--- src/hdl/rv32_pred_pkg.sv ---
package rv32_pred_pkg;

	// rv32i major opcodes seen by the predictor
	localparam logic [6:0] OP_JAL    = 7'b1101111;
	localparam logic [6:0] OP_JALR   = 7'b1100111;
	localparam logic [6:0] OP_BRANCH = 7'b1100011;

	// link registers for the return address hints
	localparam logic [4:0] REG_RA = 5'd1;
	localparam logic [4:0] REG_T0 = 5'd5;

	// return address stack sizing
	localparam int RAS_DEPTH = 4;
	localparam int RAS_PTR_W = $clog2(RAS_DEPTH);
	// count runs 0..RAS_DEPTH so it needs one more bit than the pointer
	localparam int RAS_CNT_W = RAS_PTR_W + 1;
	localparam logic [RAS_CNT_W-1:0] RAS_FULL = RAS_CNT_W'(RAS_DEPTH);

	// branch history table sizing
	localparam int BHT_ENTRIES = 16;
	localparam int BHT_IDX_W   = $clog2(BHT_ENTRIES);

	// 2-bit counter values
	localparam logic [1:0] CNT_INIT = 2'b01;
	localparam logic [1:0] CNT_MAX  = 2'b11;

	typedef enum logic [1:0] {
		CLS_OTHER,
		CLS_BRANCH,
		CLS_JAL,
		CLS_JALR
	} inst_class_t;

	typedef enum logic [1:0] {
		RAS_NONE,
		RAS_PUSH,
		RAS_POP,
		RAS_POP_PUSH
	} ras_op_t;

	// one fetched word
	typedef struct packed {
		logic        valid;
		logic [31:0] pc;
		logic [31:0] instr;
	} fetch_t;

	// branch outcome from execute
	typedef struct packed {
		logic        valid;
		logic [31:0] pc;
		logic        taken;
	} resolve_t;

	// registered prediction towards fetch
	typedef struct packed {
		logic        valid;
		logic        taken;
		logic [31:0] next_pc;
		logic        from_ras;
	} pred_t;

	// predecode result for the word in the stage register
	typedef struct packed {
		inst_class_t cls;
		ras_op_t     ras_op;
		logic [31:0] target;
		logic [31:0] link_pc;
	} decode_t;

endpackage

--- src/hdl/predecode.sv ---
`timescale 1ns/1ps

module predecode (
	input  rv32_pred_pkg::fetch_t  stage,
	output rv32_pred_pkg::decode_t dec
);

	logic [6:0]  opcode;
	logic [4:0]  rd;
	logic [4:0]  rs1;
	logic        rd_link;
	logic        rs1_link;
	logic [31:0] imm_b;
	logic [31:0] imm_j;

	assign opcode = stage.instr[6:0];
	assign rd     = stage.instr[11:7];
	assign rs1    = stage.instr[19:15];

	// x1 and x5 are the only registers treated as link registers
	assign rd_link  = (rd == rv32_pred_pkg::REG_RA) || (rd == rv32_pred_pkg::REG_T0);
	assign rs1_link = (rs1 == rv32_pred_pkg::REG_RA) || (rs1 == rv32_pred_pkg::REG_T0);

	// b-type immediate, bit 0 always zero
	assign imm_b = {{20{stage.instr[31]}}, stage.instr[7], stage.instr[30:25],
		stage.instr[11:8], 1'b0};

	// j-type immediate
	assign imm_j = {{12{stage.instr[31]}}, stage.instr[19:12], stage.instr[20],
		stage.instr[30:21], 1'b0};

	always_comb begin
		dec.cls     = rv32_pred_pkg::CLS_OTHER;
		dec.ras_op  = rv32_pred_pkg::RAS_NONE;
		dec.link_pc = stage.pc + 32'd4;
		// branch target by default, jal overrides
		dec.target  = stage.pc + imm_b;

		case (opcode)
		rv32_pred_pkg::OP_BRANCH: begin
			dec.cls = rv32_pred_pkg::CLS_BRANCH;
		end
		rv32_pred_pkg::OP_JAL: begin
			dec.cls    = rv32_pred_pkg::CLS_JAL;
			dec.target = stage.pc + imm_j;
			// call when linking
			if (rd_link) begin
				dec.ras_op = rv32_pred_pkg::RAS_PUSH;
			end
		end
		rv32_pred_pkg::OP_JALR: begin
			dec.cls = rv32_pred_pkg::CLS_JALR;
			case ({rd_link, rs1_link})
			2'b01: dec.ras_op = rv32_pred_pkg::RAS_POP;
			2'b10: dec.ras_op = rv32_pred_pkg::RAS_PUSH;
			2'b11: begin
				// same link register means a plain call
				if (rd == rs1) begin
					dec.ras_op = rv32_pred_pkg::RAS_PUSH;
				end else begin
					dec.ras_op = rv32_pred_pkg::RAS_POP_PUSH;
				end
			end
			default: dec.ras_op = rv32_pred_pkg::RAS_NONE;
			endcase
		end
		default: begin
			dec.cls = rv32_pred_pkg::CLS_OTHER;
		end
		endcase
	end

endmodule

--- src/hdl/return_stack.sv ---
`timescale 1ns/1ps

module return_stack (
	input  logic                   CLK,
	input  logic                   nRST,
	input  rv32_pred_pkg::ras_op_t op,
	input  logic [31:0]            push_addr,
	output logic [31:0]            top_addr,
	output logic                   nonempty
);

	logic [31:0] entries [rv32_pred_pkg::RAS_DEPTH];

	// ptr is the next free slot, the top lives one below it
	logic [rv32_pred_pkg::RAS_PTR_W-1:0] ptr;
	logic [rv32_pred_pkg::RAS_PTR_W-1:0] ptr_top;
	logic [rv32_pred_pkg::RAS_CNT_W-1:0] count;

	assign ptr_top  = ptr - 1'b1;
	assign top_addr = entries[ptr_top];
	assign nonempty = (count != '0);

	// storage
	always_ff @(posedge CLK) begin
		case (op)
		rv32_pred_pkg::RAS_PUSH: begin
			// a full stack simply overwrites its oldest slot here
			entries[ptr] <= push_addr;
		end
		rv32_pred_pkg::RAS_POP_PUSH: begin
			entries[ptr_top] <= push_addr;
		end
		default: begin
		end
		endcase
	end

	// pointer and occupancy
	always_ff @(posedge CLK, negedge nRST) begin
		if (!nRST) begin
			ptr   <= '0;
			count <= '0;
		end else begin
			case (op)
			rv32_pred_pkg::RAS_PUSH: begin
				ptr <= ptr + 1'b1;
				if (count != rv32_pred_pkg::RAS_FULL) begin
					count <= count + 1'b1;
				end
			end
			rv32_pred_pkg::RAS_POP: begin
				// popping an empty stack is a no-op
				if (nonempty) begin
					ptr   <= ptr_top;
					count <= count - 1'b1;
				end
			end
			rv32_pred_pkg::RAS_POP_PUSH: begin
				// top replaced in place, empty stack gains its first entry
				if (!nonempty) begin
					count <= {{rv32_pred_pkg::RAS_PTR_W{1'b0}}, 1'b1};
				end
			end
			default: begin
			end
			endcase
		end
	end

	// occupancy stays bounded across any run of pushes
	a_count_bound: assert property (
		@(posedge CLK) disable iff (!nRST)
		count <= rv32_pred_pkg::RAS_FULL
	) else $error("return stack count %0d above depth", count);

	// the op must be clean once the stage register is out of reset
	a_op_known: assert property (
		@(posedge CLK) disable iff (!nRST)
		!$isunknown(op)
	) else $error("return stack op unknown");

endmodule

--- src/hdl/branch_history.sv ---
`timescale 1ns/1ps

module branch_history (
	input  logic                    CLK,
	input  logic                    nRST,
	input  logic [31:0]             rd_pc,
	output logic                    taken_hint,
	input  rv32_pred_pkg::resolve_t resolve
);

	logic [1:0] counters [rv32_pred_pkg::BHT_ENTRIES];

	logic [rv32_pred_pkg::BHT_IDX_W-1:0] rd_idx;
	logic [rv32_pred_pkg::BHT_IDX_W-1:0] wr_idx;

	// word index, pc bits 1:0 are always zero
	assign rd_idx = rd_pc[rv32_pred_pkg::BHT_IDX_W+1:2];
	assign wr_idx = resolve.pc[rv32_pred_pkg::BHT_IDX_W+1:2];

	// msb of the counter is the prediction
	assign taken_hint = counters[rd_idx][1];

	always_ff @(posedge CLK, negedge nRST) begin
		if (!nRST) begin
			for (int i = 0; i < rv32_pred_pkg::BHT_ENTRIES; i++) begin
				counters[i] <= rv32_pred_pkg::CNT_INIT;
			end
		end else if (resolve.valid) begin
			if (resolve.taken) begin
				// saturate at strongly taken
				if (counters[wr_idx] != rv32_pred_pkg::CNT_MAX) begin
					counters[wr_idx] <= counters[wr_idx] + 1'b1;
				end
			end else begin
				// saturate at strongly not taken
				if (counters[wr_idx] != 2'b00) begin
					counters[wr_idx] <= counters[wr_idx] - 1'b1;
				end
			end
		end
	end

	// execute only reports aligned rv32i pcs
	a_resolve_aligned: assert property (
		@(posedge CLK) disable iff (!nRST)
		resolve.valid |-> (resolve.pc[1:0] == 2'b00)
	) else $error("misaligned resolve pc %h", resolve.pc);

endmodule

--- src/hdl/next_pc_predictor.sv ---
`timescale 1ns/1ps

module next_pc_predictor (
	input  logic                    CLK,
	input  logic                    nRST,
	input  rv32_pred_pkg::fetch_t   fetch,
	input  rv32_pred_pkg::resolve_t resolve,
	output rv32_pred_pkg::pred_t    pred
);

	// stage register
	logic        stage_valid;
	logic [31:0] stage_pc;
	logic [31:0] stage_instr;

	rv32_pred_pkg::fetch_t  stage;
	rv32_pred_pkg::decode_t dec;
	rv32_pred_pkg::ras_op_t stack_op;

	logic [31:0] top_addr;
	logic        nonempty;
	logic        taken_hint;

	// next pc selection
	logic [31:0] sel_pc;
	logic        sel_taken;
	logic        sel_ras;

	always_ff @(posedge CLK, negedge nRST) begin
		if (!nRST) begin
			stage_valid <= 1'b0;
		end else begin
			stage_valid <= fetch.valid;
		end
	end

	always_ff @(posedge CLK) begin
		stage_pc    <= fetch.pc;
		stage_instr <= fetch.instr;
	end

	assign stage = '{valid: stage_valid, pc: stage_pc, instr: stage_instr};

	predecode u_predecode (
		.stage (stage),
		.dec   (dec)
	);

	// idle cycles must leave the stack alone
	assign stack_op = stage_valid ? dec.ras_op : rv32_pred_pkg::RAS_NONE;

	return_stack u_return_stack (
		.CLK       (CLK),
		.nRST      (nRST),
		.op        (stack_op),
		.push_addr (dec.link_pc),
		.top_addr  (top_addr),
		.nonempty  (nonempty)
	);

	branch_history u_branch_history (
		.CLK        (CLK),
		.nRST       (nRST),
		.rd_pc      (stage_pc),
		.taken_hint (taken_hint),
		.resolve    (resolve)
	);

	always_comb begin
		sel_pc    = dec.link_pc;
		sel_taken = 1'b0;
		sel_ras   = 1'b0;
		case (dec.cls)
		rv32_pred_pkg::CLS_BRANCH: begin
			if (taken_hint) begin
				sel_pc    = dec.target;
				sel_taken = 1'b1;
			end
		end
		rv32_pred_pkg::CLS_JAL: begin
			sel_pc    = dec.target;
			sel_taken = 1'b1;
		end
		rv32_pred_pkg::CLS_JALR: begin
			// only returns get a target, and only from a live entry
			if ((dec.ras_op == rv32_pred_pkg::RAS_POP ||
				dec.ras_op == rv32_pred_pkg::RAS_POP_PUSH) && nonempty) begin
				sel_pc    = top_addr;
				sel_taken = 1'b1;
				sel_ras   = 1'b1;
			end
		end
		default: begin
		end
		endcase
	end

	// output register
	always_ff @(posedge CLK, negedge nRST) begin
		if (!nRST) begin
			pred <= '0;
		end else begin
			pred.valid    <= stage_valid;
			pred.taken    <= sel_taken;
			pred.next_pc  <= sel_pc;
			pred.from_ras <= sel_ras;
		end
	end

	// stack targets and immediates together must keep fetch word aligned
	a_pred_aligned: assert property (
		@(posedge CLK) disable iff (!nRST)
		pred.valid |-> (pred.next_pc[1:0] == 2'b00)
	) else $error("misaligned predicted pc %h", pred.next_pc);

endmodule

--- config.mk ---
export PLATFORM = sky130hd
export DESIGN_NAME = next_pc_predictor
export DESIGN_NICKNAME = d
export VERILOG_FILES = /design/src/hdl/rv32_pred_pkg.sv /design/src/hdl/predecode.sv /design/src/hdl/return_stack.sv /design/src/hdl/branch_history.sv /design/src/hdl/next_pc_predictor.sv
export SDC_FILE = /design/constraint.sdc
export NUM_CORES = 1
export LEC_CHECK = 0
export BUFFER_PORTS_ARGS = -buffer_cell sky130_fd_sc_hd__buf_2
export CORE_MARGIN = 2
export CORE_UTILIZATION = 44
export CTS_CLUSTER_DIAMETER = 200
export DETAILED_ROUTE_END_ITERATION = 6
export PLACE_DENSITY = 0.61
export SLEW_MARGIN = 30
export SYNTH_ARGS = -nofsm -noshare
export SYNTH_HDL_FRONTEND = slang
export SYNTH_SLANG_ARGS = --single-unit
--- constraint.sdc ---
create_clock -name CLK -period 5.35 [get_ports CLK]
set_input_delay 0.8025 -clock CLK [delete_from_list [all_inputs] [get_ports CLK]]
set_output_delay 0.8025 -clock CLK [all_outputs]
set_load 0.01 [all_outputs]
==> flow_metrics.tcl <==
set metrics [dict create \
    antenna_found_initial 1 \
    dp_hpwl_um 18700 \
    period_share_pct 81.9 \
    start_util_pct 44.8 \
    synth_top_family_by_area "multiplexers" \
    die_y_um 167 \
    fin_crit_ns 4.38 \
    yosys.area_share.adder_pct 4.10 \
    grt_max_degree 47 \
    worst_slew_pin_slew_ns 0.781 \
    diodes 0 \
    die_area_um2 27800 \
    grt_first_pass_wirelength_um 42300 \
    worstPathRequired_ns 5.74 \
    drive_gt1_share_pct 27.0 \
    detail_route.wl_per_cell_um 20.6 \
    num_rows 59 \
    highest_layer "met4" \
    worst_ep_arrival_time_ns 4.77 \
    yosys.area.top_type "edfxtp_1" \
    die_w_um 167 \
    synth.avg_cell_area_um2 13.6 \
    ys_warn_count 0 \
    core_area_um2 26100 \
    cts_buffers 28 \
    dpl-instance-area_um2 12600 \
    synth_mux_area_share_pct 11.4 \
    cp_cell_sequence "nand3_1 -> nor3b_1 -> and3_1 -> buf_4 -> mux2_2 -> ha_1 -> fa_1 -> nand3_1 -> a21oi_1 -> o41ai_4 -> o221ai_1 -> o31a_1 -> a31oi_1 -> xor2_1 -> o21ai_1" \
    port_buffers 107 \
    synth_compound_area_share_pct 10.3 \
    synthArstFlopShare_pct 27.5 \
    final_util_pct 52.2 \
    rsz0062_at_grt "false" \
    synth_edf_count 128 \
    crit_start "stage_instr[1]$_DFF_P_" \
    grt_pass1_vias 7307 \
    ys_top_cells_by_area "edfxtp_1, dfrtp_1, dfxtp_1" \
    path_common_cell "nand3_1" \
    cp-end-kind "flip-flop" \
    drt_iter0_drc 535 \
    rr_endpoint "pred[28]$_DFF_PN0_" \
    fillerInstances 2255 \
    max_freq_mhz 228 \
    holdBufCountCts 0 \
    post_cts_buffers 0 \
    r2r_cells 15 \
    synth_simple_gate_area_share_pct 8.21 \
    gp_congestion 0.894 \
    fin_nets 1108 \
    synth_cell_types 68 \
    synth_fp_nets 998 \
    critical_path_class "flip-flop to flip-flop" \
    dr.pass1.iters 5 \
    cts_resized 0 \
    rr_startpoint "stage_instr[1]$_DFF_P_" \
    synth_top_area_share_pct 33.0 \
    power.density_nw_per_um2 383 \
    skew_ns 0.0173 \
    antenna_left 0 \
    power.leakage_nw 5.19 \
    finalSetupTns_ns 0 \
    overflow 0 \
    slew_headroom_pct 47.9 \
    wirelength_um 27400 \
    dr_wl_met2_um 12600 \
    hold_class "input pin to async pin" \
    slowest_delay_ns 0.45 \
    cts_root_buf "clkbuf_16" \
    clk_path_buf_depth 3 \
    ys_ff_latch 265 \
    slew_viol_final 0 \
    preCtsSetupSlack_ns 0.984 \
    clk_pin_slew_ns 0.06 \
    remaining_drc_errors 0 \
    drv_cap 0 \
    cp_slowest_cell "nor3b_1" \
    cp-start-kind "flip-flop" \
    clk_latency_ns 0.55 \
    clock_sinks 265 \
    worst-r2r-setup-slack_ns 0.97 \
    cts_tree "done" \
    synth_cells 860 \
    wl_met3_um 1650 \
    ys.flop_type "edfxtp_1" \
    setup_viol_count_final 0 \
    synth_xor_area_share_pct 4.43 \
    design_area_um2 13600 \
    via_per_inst 5.60 \
    status "finished clean" \
    cp_max_fo 14 \
    ir_worst_vdd_uv 302 \
    h-tree-depth 1 \
    netlist_area_um2 11700 \
    endpoint "pred[28]$_DFF_PN0_" \
    worst_slack_ns 0.970 \
    ios 136 \
    wl_met1_um 12700 \
    yosysSeqAreaShare_pct 59.8 \
    regArea_um2 6970 \
    area_delta_synth_final_pct 16.5 \
    grt_usage_pct 19.5 \
    final_hold_viol_count 0 \
    multi_input_area_um2 4510 \
    vias 7433 \
]
synth_stat cells, drive strengths merged (3+ instances only):
cell / n
a31oi: 6
buf: 13
o31ai: 3
and2: 4
nand2b: 8
dfstp: 16
a211oi: 5
ha: 35
or3: 4
nand4: 14
a21o: 25
dfrtp: 57
xnor2: 43
clkbuf: 25
edfxtp: 128
mux2: 24
a22oi: 27
o21ai: 46
dfxtp: 64
and3: 8
o21a: 6
nand2: 54
xor2: 16
nor3: 10
nand3: 26
a21oi: 48
mux4: 46
inv: 11
and4: 5
nor2b: 3
nor2: 44
layout by cell type, fill, tap and decap left out, types with 7 or more instances in the layout:
master,count
edfxtp_1,128
buf_2,106
dfxtp_1,64
dfrtp_1,56
nand2_1,53
mux4_2,46
a21oi_1,45
nor2_1,44
xnor2_1,43
o21ai_0,41
ha_1,35
clkbuf_16,34
a22oi_1,27
nand3_1,26
a21o_1,24
mux2_2,24
xor2_1,16
dfstp_2,16
nand4_1,14
buf_4,12
inv_1,10
nor3_1,10
and3_1,8
nand2b_1,7
state kept, by name, indices dropped and copies added, names as in the netlist, named ones only:
register	cells
pred	35
stage_instr	32
stage_pc	32
stage_valid	1
u_branch_history.counters	16
u_return_stack.count	3
u_return_stack.entries	128
u_return_stack.ptr	2
power breakdown:
group,internal (mW),switching [mW],total (mW)
Clock,1.25,0.818,2.07
Combinational,0.332,0.352,0.684
Sequential,2.33,0.118,2.45
Total,3.91,1.29,5.20
routing by layer:
layer  vias to the layer above  GRT usage [%]
li1                       3500              -
met1                      3683           28.8
met2                       217           30.2
met3                        33           3.73
met4                         0           3.90
met5                         -              0
how the worst min path moves through the flow:
stage          cells past startpoint                                         to
2_1_floorplan                      0                         pred[34]$_DFF_PN0_
3_3_place_gp                       2                                  flip-flop
3_5_place_dp                       2                                  flip-flop
4_1_cts                            1   u_branch_history.counters[3]$_DFFE_PN0P_
5_1_grt                            1  u_branch_history.counters[19]$_DFFE_PN0P_
6_report                           1   u_branch_history.counters[7]$_DFFE_PN0P_
stage by stage:
step	power, mW	hold slack, ns	instances
after floorplan	2.94	0.352	860
after detailed placement	3.17	0.482	1275
final	5.20	0.186	1327
after global routing	5.42	0.214	1327
after global placement	3.16	0.467	1275
after CTS	5.24	0.197	1327
critical path: cells and delay by family, from the launching register on:
family | cells | cell delay (ns)
buf+inv | 1 | 0.24
xor+xnor | 1 | 0.21
mux | 1 | 0.37
compound gates | 6 | 1.53
flops | 1 | 0.31
fa+ha+maj | 2 | 0.62
simple gates | 4 | 0.94
area by class of cell:
type | instances | share of cell area, %
Tap cell | 335 | 3.08
Multi-Input combinational cell | 546 | 33.2
Inverter | 11 | 0.304
Clock buffer | 35 | 6.36
Sequential cell | 265 | 51.3
Clock inverter | 17 | 1.19
Timing Repair Buffer | 118 | 4.57
cell families (layout without fill, tap and decap cells):
family / Yosys count / count (layout)
multiplexers: 72 / 72
AND/OR/NAND/NOR: 193 / 193
XOR/XNOR: 59 / 59
buffers and inverters: 49 / 181
AO/OA/AOI/OAI: 185 / 185
flip-flops: 265 / 265
adder cells (fa/ha/maj): 37 / 37
No activity file was read; power rests on OpenSTA's default activity.
